$ cat src/nco_consts.svh
`ifndef NCO_CONSTS_SVH
`define NCO_CONSTS_SVH

`define NCO_PHASE_W 32
`define NCO_OUT_W 16

// CORDIC angle register, 2^16 is half a turn
`define NCO_ZW 18
`define NCO_RES_W 15
`define NCO_STAGES 16

// full scale divided by the CORDIC gain of about 1.6468
`define NCO_X0 19897

// arctangent of 2^-i with 90 degrees at 32768
`define NCO_ATAN_0 16384
`define NCO_ATAN_1 9672
`define NCO_ATAN_2 5110
`define NCO_ATAN_3 2594
`define NCO_ATAN_4 1302
`define NCO_ATAN_5 652
`define NCO_ATAN_6 326
`define NCO_ATAN_7 163
`define NCO_ATAN_8 81
`define NCO_ATAN_9 41
`define NCO_ATAN_10 20
`define NCO_ATAN_11 10
`define NCO_ATAN_12 5
`define NCO_ATAN_13 3
`define NCO_ATAN_14 1

`define NCO_LATENCY 19

`endif

$ cat src/nco_pkg.sv
`include "nco_consts.svh"

package nco_pkg;

  // top two bits pick the quadrant, the rest is the angle inside it
  typedef struct packed {
    logic [1:0]                quadrant;
    logic [`NCO_PHASE_W-3:0]   residual;
  } phase_fields_t;

  // the accumulator word, summed as a number and split as fields
  typedef union packed {
    logic [`NCO_PHASE_W-1:0]   raw;
    phase_fields_t             fields;
  } phase_word_u;

  typedef logic signed [`NCO_OUT_W-1:0] sample_t;

  typedef logic signed [`NCO_ZW-1:0] angle_t;

endpackage

$ cat src/nco_cordic.sv
`timescale 1ns/100ps
`include "nco_consts.svh"

module nco_cordic (
  input  logic                    clk,
  input  logic                    rst_n_i,
  input  logic                    clken_i,
  input  logic [`NCO_RES_W-1:0]   residual_i,
  output nco_pkg::sample_t        mag_cos_o,
  output nco_pkg::sample_t        mag_sin_o
);

  // x and y carry two guard bits below the output LSB and one bit of headroom
  localparam int GUARD = 2;
  localparam int XY_W  = `NCO_OUT_W + 2 + GUARD;

  localparam logic signed [XY_W-1:0] X_INIT   = `NCO_X0 <<< GUARD;
  localparam logic signed [XY_W-1:0] HALF_LSB = 1 <<< (GUARD - 1);
  localparam logic signed [XY_W-1:0] SAT_HI   = (2 ** (`NCO_OUT_W - 1)) - 1;

  logic signed [XY_W-1:0] x_q [0:`NCO_STAGES];
  logic signed [XY_W-1:0] y_q [0:`NCO_STAGES];
  nco_pkg::angle_t        z_q [0:`NCO_STAGES-1];

  function automatic nco_pkg::angle_t atan_of(input int stage);
    case (stage)
      0:       atan_of = `NCO_ATAN_0;
      1:       atan_of = `NCO_ATAN_1;
      2:       atan_of = `NCO_ATAN_2;
      3:       atan_of = `NCO_ATAN_3;
      4:       atan_of = `NCO_ATAN_4;
      5:       atan_of = `NCO_ATAN_5;
      6:       atan_of = `NCO_ATAN_6;
      7:       atan_of = `NCO_ATAN_7;
      8:       atan_of = `NCO_ATAN_8;
      9:       atan_of = `NCO_ATAN_9;
      10:      atan_of = `NCO_ATAN_10;
      11:      atan_of = `NCO_ATAN_11;
      12:      atan_of = `NCO_ATAN_12;
      13:      atan_of = `NCO_ATAN_13;
      14:      atan_of = `NCO_ATAN_14;
      default: atan_of = '0;
    endcase
  endfunction

  // round away the guard bits and clamp so that the mapper can negate safely
  function automatic nco_pkg::sample_t to_sample(input logic signed [XY_W-1:0] v);
    logic signed [XY_W-1:0] r;
    r = (v + HALF_LSB) >>> GUARD;
    if (r > SAT_HI) begin
      r = SAT_HI;
    end else if (r < -SAT_HI) begin
      r = -SAT_HI;
    end
    to_sample = r[`NCO_OUT_W-1:0];
  endfunction

  always_ff @(posedge clk or negedge rst_n_i) begin
    if (!rst_n_i) begin
      x_q[0] <= '0;
      y_q[0] <= '0;
      z_q[0] <= '0;
    end else if (clken_i) begin
      x_q[0] <= X_INIT;
      y_q[0] <= '0;
      z_q[0] <= {{(`NCO_ZW - `NCO_RES_W){1'b0}}, residual_i};
    end
  end

  for (genvar i = 0; i < `NCO_STAGES; i++) begin : g_stage
    // z >= 0 still has angle left to turn, so rotate counter-clockwise
    always_ff @(posedge clk or negedge rst_n_i) begin
      if (!rst_n_i) begin
        x_q[i+1] <= '0;
        y_q[i+1] <= '0;
      end else if (clken_i) begin
        if (!z_q[i][`NCO_ZW-1]) begin
          x_q[i+1] <= x_q[i] - (y_q[i] >>> i);
          y_q[i+1] <= y_q[i] + (x_q[i] >>> i);
        end else begin
          x_q[i+1] <= x_q[i] + (y_q[i] >>> i);
          y_q[i+1] <= y_q[i] - (x_q[i] >>> i);
        end
      end
    end

    // the last stage only needs the sign of z, its update is never read
    if (i < `NCO_STAGES - 1) begin : g_angle
      always_ff @(posedge clk or negedge rst_n_i) begin
        if (!rst_n_i) begin
          z_q[i+1] <= '0;
        end else if (clken_i) begin
          z_q[i+1] <= z_q[i][`NCO_ZW-1] ? z_q[i] + atan_of(i) : z_q[i] - atan_of(i);
        end
      end
    end
  end

  assign mag_cos_o = to_sample(x_q[`NCO_STAGES]);
  assign mag_sin_o = to_sample(y_q[`NCO_STAGES]);

endmodule

$ cat src/nco_phase_acc.sv
`timescale 1ns/100ps
`include "nco_consts.svh"

module nco_phase_acc (
  input  logic                      clk,
  input  logic                      rst_n_i,
  input  logic                      clken_i,
  input  logic [`NCO_PHASE_W-1:0]   phi_inc_i,
  output nco_pkg::phase_word_u      phase_o
);

  nco_pkg::phase_word_u acc_q;

  // wraps modulo 2^32, one full turn per overflow
  always_ff @(posedge clk or negedge rst_n_i) begin
    if (!rst_n_i) begin
      acc_q.raw <= '0;
    end else if (clken_i) begin
      acc_q.raw <= acc_q.raw + phi_inc_i;
    end
  end

  assign phase_o.fields = acc_q.fields;

endmodule

$ cat src/nco_quadrant_map.sv
`timescale 1ns/100ps

module nco_quadrant_map (
  input  logic               clk,
  input  logic               rst_n_i,
  input  logic               clken_i,
  input  logic [1:0]         quad_i,
  input  nco_pkg::sample_t   mag_cos_i,
  input  nco_pkg::sample_t   mag_sin_i,
  output nco_pkg::sample_t   fsin_o,
  output nco_pkg::sample_t   fcos_o
);

  nco_pkg::sample_t sin_d;
  nco_pkg::sample_t cos_d;

  // each quadrant adds a quarter turn, which swaps and negates the pair
  always_comb begin
    case (quad_i)
      2'd0: begin
        sin_d = mag_sin_i;
        cos_d = mag_cos_i;
      end
      2'd1: begin
        sin_d = mag_cos_i;
        cos_d = -mag_sin_i;
      end
      2'd2: begin
        sin_d = -mag_sin_i;
        cos_d = -mag_cos_i;
      end
      default: begin
        sin_d = -mag_cos_i;
        cos_d = mag_sin_i;
      end
    endcase
  end

  always_ff @(posedge clk or negedge rst_n_i) begin
    if (!rst_n_i) begin
      fsin_o <= '0;
      fcos_o <= '0;
    end else if (clken_i) begin
      fsin_o <= sin_d;
      fcos_o <= cos_d;
    end
  end

endmodule

$ cat src/nco_quadrant_track.sv
`timescale 1ns/100ps
`include "nco_consts.svh"

module nco_quadrant_track (
  input  logic         clk,
  input  logic         rst_n_i,
  input  logic         clken_i,
  input  logic [1:0]   quadrant_i,
  output logic [1:0]   quad_o,
  output logic         data_ready_o
);

  // same depth as the CORDIC, its load stage plus one per rotation
  localparam int DEPTH = `NCO_STAGES + 1;
  localparam int CNT_W = $clog2(`NCO_LATENCY + 1);

  logic [2*DEPTH-1:0] quad_sr;
  logic [CNT_W-1:0]   fill_cnt;

  always_ff @(posedge clk or negedge rst_n_i) begin
    if (!rst_n_i) begin
      quad_sr <= '0;
    end else if (clken_i) begin
      quad_sr <= {quad_sr[2*DEPTH-3:0], quadrant_i};
    end
  end

  assign quad_o = quad_sr[2*DEPTH-1 -: 2];

  // counts enabled cycles once after reset and then sticks at the latency
  always_ff @(posedge clk or negedge rst_n_i) begin
    if (!rst_n_i) begin
      fill_cnt <= '0;
    end else if (clken_i && (fill_cnt != CNT_W'(`NCO_LATENCY))) begin
      fill_cnt <= fill_cnt + 1'b1;
    end
  end

  assign data_ready_o = (fill_cnt == CNT_W'(`NCO_LATENCY));

endmodule

$ cat src/nco_top.sv
`timescale 1ns/100ps
`include "nco_consts.svh"

module nco_top (
  input  logic                      clk,
  input  logic                      rst_n_i,
  input  logic                      clken_i,
  input  logic [`NCO_PHASE_W-1:0]   phi_inc_i,
  output nco_pkg::sample_t          fsin_o,
  output nco_pkg::sample_t          fcos_o,
  output logic                      data_ready_o
);

  nco_pkg::phase_word_u phase;
  nco_pkg::sample_t     mag_cos;
  nco_pkg::sample_t     mag_sin;
  logic [1:0]           quad_d;

  nco_phase_acc i_nco_phase_acc (
    .clk        (clk),
    .rst_n_i    (rst_n_i),
    .clken_i    (clken_i),
    .phi_inc_i  (phi_inc_i),
    .phase_o    (phase)
  );

  // only the upper residual bits reach the CORDIC
  nco_cordic i_nco_cordic (
    .clk        (clk),
    .rst_n_i    (rst_n_i),
    .clken_i    (clken_i),
    .residual_i (phase.fields.residual[`NCO_PHASE_W-3 -: `NCO_RES_W]),
    .mag_cos_o  (mag_cos),
    .mag_sin_o  (mag_sin)
  );

  nco_quadrant_track i_nco_quadrant_track (
    .clk          (clk),
    .rst_n_i      (rst_n_i),
    .clken_i      (clken_i),
    .quadrant_i   (phase.fields.quadrant),
    .quad_o       (quad_d),
    .data_ready_o (data_ready_o)
  );

  nco_quadrant_map i_nco_quadrant_map (
    .clk        (clk),
    .rst_n_i    (rst_n_i),
    .clken_i    (clken_i),
    .quad_i     (quad_d),
    .mag_cos_i  (mag_cos),
    .mag_sin_i  (mag_sin),
    .fsin_o     (fsin_o),
    .fcos_o     (fcos_o)
  );

endmodule

$ cat config.mk
export PLATFORM = sky130hd
export DESIGN_NAME = nco_top
export DESIGN_NICKNAME = d
export VERILOG_FILES = /design/src/nco_pkg.sv /design/src/nco_cordic.sv /design/src/nco_phase_acc.sv /design/src/nco_quadrant_map.sv /design/src/nco_quadrant_track.sv /design/src/nco_top.sv
export VERILOG_INCLUDE_DIRS = /design/src
export SDC_FILE = /design/constraint.sdc
export NUM_CORES = 2
export LEC_CHECK = 0
export BUFFER_PORTS_ARGS = -buffer_cell sky130_fd_sc_hd__clkbuf_2
export CAP_MARGIN = 20
export CELL_PAD_IN_SITES_DETAIL_PLACEMENT = 0
export CELL_PAD_IN_SITES_GLOBAL_PLACEMENT = 1
export CORE_MARGIN = 3
export CORE_UTILIZATION = 45
export DETAILED_ROUTE_END_ITERATION = 8
export GPL_TIMING_DRIVEN = 0
export PLACE_DENSITY_LB_ADDON = 0.1
export SLEW_MARGIN = 20
export SYNTH_ARGS = -nofsm -noshare
export SYNTH_HDL_FRONTEND = slang
export SYNTH_SLANG_ARGS = --single-unit
$ cat constraint.sdc
create_clock -name clk -period 4.4 [get_ports clk]
set_clock_uncertainty 0.1 [all_clocks]
set_input_delay 0.88 -clock clk [delete_from_list [all_inputs] [get_ports clk]]
set_output_delay 0.88 -clock clk [all_outputs]
set_load 0.03 [all_outputs]
=== Word-level counts from Yosys, hierarchy flattened ===
Cells that the tools add are included.

* Output and inout port bits: 33
* Memories kept: 0
* Bits in writable memories: 0
* Bits in latches: 0
* Input port bits: 35
* Logic and storage cells: 206
* Flip-flop bits (word level): 990
* ROM bits: 0

* $mul: 0
* Reduce and logical (&&, ||, !) cells: 2
* Add/subtract/negate cells: 93
* $lt $le $gt $ge: 4
* Shifts and indexed selects: 0
* Bitwise logic cells: 0
* Div/mod/pow operators: 0
* Equal/unequal tests: 4
* Mux-type cells: 50

{| class="wikitable"
|+ Operator list
! kind !! count
|-
| 2-to-1 mux 20 bit || 30
|-
| 2-to-1 mux 18 bit || 14
|-
| case mux 16 bit (3 select lines) || 2
|-
| 2-to-1 mux 16 bit || 4
|-
| adder 20 x 10 -> 20 bit || 2
|-
| adder 20 x 11 -> 20 bit || 2
|-
| adder 20 x 12 -> 20 bit || 2
|-
| adder 20 x 13 -> 20 bit || 2
|-
| adder 20 x 14 -> 20 bit || 2
|-
| adder 20 x 15 -> 20 bit || 2
|-
| adder 20 x 16 -> 20 bit || 2
|-
| adder 20 x 17 -> 20 bit || 2
|-
| adder 20 x 18 -> 20 bit || 2
|-
| adder 20 x 3 -> 20 bit, second input constant || 2
|-
| adder 20 x 5 -> 20 bit || 2
|-
| adder 20 x 6 -> 20 bit || 2
|-
| adder 20 x 7 -> 20 bit || 2
|-
| adder 20 x 8 -> 20 bit || 2
|-
| adder 20 x 9 -> 20 bit || 2
|-
| subtractor 20 x 10 -> 20 bit || 2
|-
| subtractor 20 x 11 -> 20 bit || 2
|-
| subtractor 20 x 12 -> 20 bit || 2
|-
| subtractor 20 x 13 -> 20 bit || 2
|-
| subtractor 20 x 14 -> 20 bit || 2
|-
| other kinds (51) || 63
|}

=== Depth between registers and ports, before layout ===
* Word-level depth: 6
* Depth in mapped cells: 18
* Mapped depth without buffers: 18

=== By module ===
From an unflattened synthesis, not the netlist that was laid out.

* Cell total of the unflattened synthesis: 8637
* Area, all modules: 78301.3 um^2

{| class="wikitable"
|+ Modules (own cells, without submodules)
! module !! seq. area each (um^2) !! cells an instance !! area each (um^2) !! times used
|-
| nco_cordic || 20744.9 || 7886 || 70950.5 || 1
|-
| nco_phase_acc || 800.8 || 322 || 2930.3 || 1
|-
| nco_quadrant_map || 800.8 || 338 || 2904.0 || 1
|-
| nco_quadrant_track || 975.9 || 91 || 1516.5 || 1
|}

=== Worst setup path before layout ===
Ideal clock, no wire load.

* Path kind: register -> register
* From: register i_nco_cordic.x_q[2] (netlist bit)
* To: register i_nco_quadrant_map.fcos_o[12]
* Path slack: 195 ps
* Data arrival time: 3964 ps
* Setup time: 140 ps
* Required time: 4160 ps
* Cell stages (with the launch flop): 19
* Clock period less this slack: 4205 ps
* Path buffers: 2
* Cells stage by stage: dfrtp_1 -> ha_1 -> buf_2 -> nand4_1 -> nor3_1 -> mux2i_1 -> a2bb2o_1 -> or4_1 -> nand2_1 -> clkbuf_1 -> o21ai_0 -> inv_1 -> ha_1 -> o221ai_1 -> o21bai_1 -> nor2_1 -> a21oi_1 -> a311oi_1 -> o221ai_1

* Word-level cells in the longest chain between the ends: 6
* Elaborated cells on any way between the ends: 7
* Classes of those cells: 2 x add/sub; 2 x order compare; 3 x mux

{| class="wikitable"
|+ Ends and longest elaborated chain
! item !! RTL line !! source
|-
| start, declared || nco_cordic.sv:21 || <nowiki>logic signed [XY_W-1:0] x_q [0:`NCO_STAGES];</nowiki>
|-
| start signal, assigned by index || nco_cordic.sv:78 || <nowiki>x_q[i+1] <= x_q[i] - (y_q[i] >>> i);</nowiki>
|-
| start signal, assigned by index || nco_cordic.sv:81 || <nowiki>x_q[i+1] <= x_q[i] + (y_q[i] >>> i);</nowiki>
|-
| adder 20 x 3 -> 20 bit * || nco_cordic.sv:49 || <nowiki>r = (v + HALF_LSB) >>> GUARD;</nowiki>
|-
| less-than comparator 18 x 16 -> 1 bit || nco_cordic.sv:52 || <nowiki>end else if (r < -SAT_HI) begin</nowiki>
|-
| 2-to-1 mux 16 bit || nco_cordic.sv:52 ||
|-
| 2-to-1 mux 16 bit * || nco_cordic.sv:50 || <nowiki>if (r > SAT_HI) begin</nowiki>
|-
| negation 16 bit || nco_quadrant_map.sv:30 || <nowiki>cos_d = -mag_cos_i;</nowiki>
|-
| case mux 16 bit (3 select lines) * || nco_quadrant_map.sv:19 || <nowiki>case (quad_i)</nowiki>
|-
| end signal, assigned || nco_quadrant_map.sv:45 || <nowiki>fcos_o <= cos_d;</nowiki>
|-
| end, declared || nco_quadrant_map.sv:11 || <nowiki>output nco_pkg::sample_t fcos_o</nowiki>
|}

Mark *: on every way between the ends. The rest lies on a longest branch, timed or not.
A chain may end at the register's enable or synchronous reset.

=== Worst setup path in the final report ===
* From: register i_nco_cordic.y_q[2] (netlist bit)
* To: register i_nco_quadrant_map.fcos_o[4]

* Word-level cells in the longest chain between the ends: 6
* Elaborated cells on any way between the ends: 7
* Classes of those cells: 2 x add/sub; 2 x order compare; 3 x mux

{| class="wikitable"
|+ Ends and longest elaborated chain
! item !! RTL line !! source
|-
| start, declared || nco_cordic.sv:22 || <nowiki>logic signed [XY_W-1:0] y_q [0:`NCO_STAGES];</nowiki>
|-
| start signal, assigned by index || nco_cordic.sv:79 || <nowiki>y_q[i+1] <= y_q[i] + (x_q[i] >>> i);</nowiki>
|-
| start signal, assigned by index || nco_cordic.sv:82 || <nowiki>y_q[i+1] <= y_q[i] - (x_q[i] >>> i);</nowiki>
|-
| adder 20 x 3 -> 20 bit * || nco_cordic.sv:49 ||
|-
| less-than comparator 18 x 16 -> 1 bit || nco_cordic.sv:52 ||
|-
| 2-to-1 mux 16 bit || nco_cordic.sv:52 ||
|-
| 2-to-1 mux 16 bit * || nco_cordic.sv:50 ||
|-
| negation 16 bit || nco_quadrant_map.sv:26 || <nowiki>cos_d = -mag_sin_i;</nowiki>
|-
| case mux 16 bit (3 select lines) * || nco_quadrant_map.sv:19 ||
|}

Marked as above.

==> results.sh <==
export IMPL_status="complete, no violations"
export IMPL_yosys_warnings=0
export IMPL_fin_crit_ps=4290
export IMPL_die_x_microns=422
export IMPL_first_global_vias=64900
export IMPL_hold_path_class="reg -> reg"
export IMPL_max_stage_delay_ps=540
export IMPL_rsz0062_at_grt="yes"
export IMPL_use_met3=0.0322
export IMPL_path_class="reg -> reg"
export IMPL_synth_edff_count=0
export IMPL_cap_violations=0
export IMPL_path_clk_slew_ps=60
export IMPL_core_sq_um=171000
export IMPL_cp_data_arrival_time_ps=4920
export IMPL_final_antenna_net_count=0
export IMPL_relSlewSlack=0.179
export IMPL_design_die_area_sq_um=178000
export IMPL_antenna_found_initial=20
export IMPL_async_flop_share=1.00
export IMPL_hold_ws_ps=349
export IMPL_fp_dieH_microns=422
export IMPL_synthCells=8703
export IMPL_vias_per_cell=5.96
export IMPL_synth_cell_types=90
export IMPL_ys_ff_latch=932
export IMPL_drt_first_pass_iters=6
export IMPL_drive_above_1_share=0.147
export IMPL_required_ps=5030
export IMPL_synthToLayoutAreaGrowth_pct=12.9
export IMPL_numCtsBuffers=117
export IMPL_gp_congestion=0.914
export IMPL_first_iter_violations=5072
export IMPL_worst_path_max_delay_cell="or4_4"
export IMPL_setup_viol=0
export IMPL_cts_root_buf="clkbuf_16"
export IMPL_netlist_area_sq_um=77800
export IMPL_crit_chain="ha_4, and4_1, clkbuf_4, nand3_1, o31a_2, or3_4, or4_4, and2_2, a21oi_4, ha_4, o211ai_1, buf_6, nand2_1, xnor2_1, mux2i_1, mux2_2"
export IMPL_grt_start_max_net_pins=88
export IMPL_drv_slew=0
export IMPL_fin_crit_sh=0.974
export IMPL_hold_violations=0
export IMPL_clkSinkCount=932
export IMPL_dpl_hpwl_mm=209
export IMPL_worstSkewPairLatency_ps=790
export IMPL_fp_row_count=151
export IMPL_wirelength_mm=270
export IMPL_yosys_most_used_dff="dfrtp_1"
export IMPL_endpoint_kind="flop"
export IMPL_crit_path_max_fanout=9
export IMPL_htree_levels=3
export IMPL_port_buffers=66
export IMPL_final_util=0.515
export IMPL_vias=67800
export IMPL_yosysSeqAreaShare=0.300
export IMPL_met2_usage=0.474
export IMPL_cts_tree="done"
export IMPL_met1_usage=0.414
export IMPL_layout_nets=9873
export IMPL_tightest_slew_ps=1230
export IMPL_fmax_mhz=233
export IMPL_startpoint_type="flop"
export IMPL_busiest_layer="met2"
export IMPL_grt_first_pass_wirelength_mm=406
export IMPL_grt_overflow_total=0
export IMPL_num_io_pins=68
export IMPL_wire_per_inst_microns=23.8
export IMPL_synth_area_per_cell_sq_um=8.94
export IMPL_clockBufferDepth=3
export IMPL_grt_util_all_layers=0.295
export IMPL_initial_core_util=0.456
export IMPL_drc_errors=0
export IMPL_syn_num_nets=9599
export IMPL_cp_common_cell="ha_4"
## critical path: cells and delay by family, from the launching register on
family | cells | cell delay [ps]
AO/OA/AOI/OAI | 3 | 550
AND/OR/NAND/NOR | 6 | 1610
multiplexers | 2 | 650
buffers and inverters | 2 | 380
XOR/XNOR | 1 | 110
adder cells (fa/ha/maj) | 2 | 390
flip-flops | 1 | 460
## Yosys cell counts, types with 129 or more instances
master    count  area, sq um
nor2_1      715         2680
a21oi_1     618         3090
o21ai_0     513         2570
a21o_1      175         1310
dfrtp_1     932        23300
inv_1       407         1530
a31oi_1     129          807
nand2_1     547         2050
clkbuf_1    225          845
nor3_1      326         1630
xor2_1      225         1970
or3_1       150          938
xnor2_1     589         5160
and3_1      136          851
a211oi_1    139         1040
mux2_2      573         6450
nand3_1     220         1100
ha_1        819        10200
## registers in the layout, summed over array words and instances, names as in the netlist
register,flops
i_nco_cordic.y_q,283
i_nco_quadrant_map.fcos_o,16
i_nco_quadrant_map.fsin_o,16
i_nco_cordic.z_q,265
i_nco_quadrant_track.quad_sr,34
i_nco_quadrant_track.fill_cnt,5
i_nco_phase_acc.phase_o,32
i_nco_cordic.x_q,281
## cell type report
cell class                 instances  area [sq um]
buffer                           268          1290
timing repair buffer             164          1680
clock inverter                    68           937
antenna                            4          10.0
sequential                       932         23400
timing repair inverter             1          5.00
multi-input combinational       7082         52800
tap                             2295          2870
fill                           16200         82800
clock buffer                     152          3280
inverter                         411          1570
## routing by layer
metal,share of wire,vias to the layer above
li1,-,32400
met1,0.46,33400
met2,0.45,1563
met3,0.047,389
met4,0.037,6
met5,0.00030,-
## placed cells by master (no fill, tap or decap), types with 122 or more instances in the layout
| cell | count |
|---|---|
| dfrtp_1 | 902 |
| nand3_1 | 219 |
| clkbuf_1 | 136 |
| a31oi_1 | 122 |
| and3_1 | 136 |
| nand2_1 | 545 |
| inv_1 | 399 |
| ha_1 | 815 |
| xnor2_1 | 585 |
| clkbuf_2 | 137 |
| a21o_1 | 175 |
| xor2_1 | 224 |
| a21oi_1 | 611 |
| or3_1 | 147 |
| o21ai_0 | 492 |
| nor2_1 | 709 |
| nor3_1 | 315 |
| mux2_2 | 573 |
## logic make-up (layout without fill, tap and decap cells)
group,after synthesis,after routing,synth area share
DFF,932,932,0.300
muxes,638,638,0.0913
xor gates and xnor gates,814,814,0.0916
other,0,4,0
adders and majority gates,861,861,0.142
and+or+nand+nor,2569,2569,0.161
buffers and inverters,689,1064,0.0338
AOI/OAI and AO/OA,2200,2200,0.180
## through the flow
stage | instances | cell area, sq um | setup WS (ps) | setup TNS, ps
floorplan | 8703 | 77800 | 195 | 0
global placement | 11100 | 81000 | -21070 | -
detailed placement | 11100 | 82000 | -1370 | -73020
CTS | 11300 | 86900 | 0.276 | 0
global route | 11400 | 87800 | -84.9 | -248
finish | 11400 | 87800 | 113 | 0
## what timing repair did
item,4_1_cts,5_1_grt
endpoints found under the hold margin,17,0
endpoints found under the setup margin,175,114
cloned,0,2
gates resized for setup,143,197
hold buffers,1,0
setup buffers,31,30
pin swaps,8,30
## path summary, 6_finish.rpt
kind | startpoint | to | slack [ps] | cells past startpoint
setup / recovery | i_nco_cordic.y_q[2]$_DFFE_PN0P_ | i_nco_quadrant_map.fcos_o[4]$_DFFE_PN0P_ | 110 | 16
hold reg to reg | i_nco_cordic.z_q[284]$_DFFE_PN0P_ | i_nco_cordic.z_q[268]$_DFFE_PN0P_ | 350 | 1
max in group asynchronous | rst_n_i | i_nco_cordic.y_q[291]$_DFFE_PN0P_ | 1590 | 6
hold / removal | i_nco_cordic.z_q[284]$_DFFE_PN0P_ | i_nco_cordic.z_q[268]$_DFFE_PN0P_ | 350 | 1
min in group asynchronous | rst_n_i | i_nco_cordic.y_q[83]$_DFFE_PN0P_ | 450 | 2
setup reg to reg | i_nco_cordic.y_q[2]$_DFFE_PN0P_ | i_nco_quadrant_map.fcos_o[4]$_DFFE_PN0P_ | 110 | 16
Power is not shown: default switching activity piles up to over one toggle a cycle in this logic, so the estimate is an artifact.
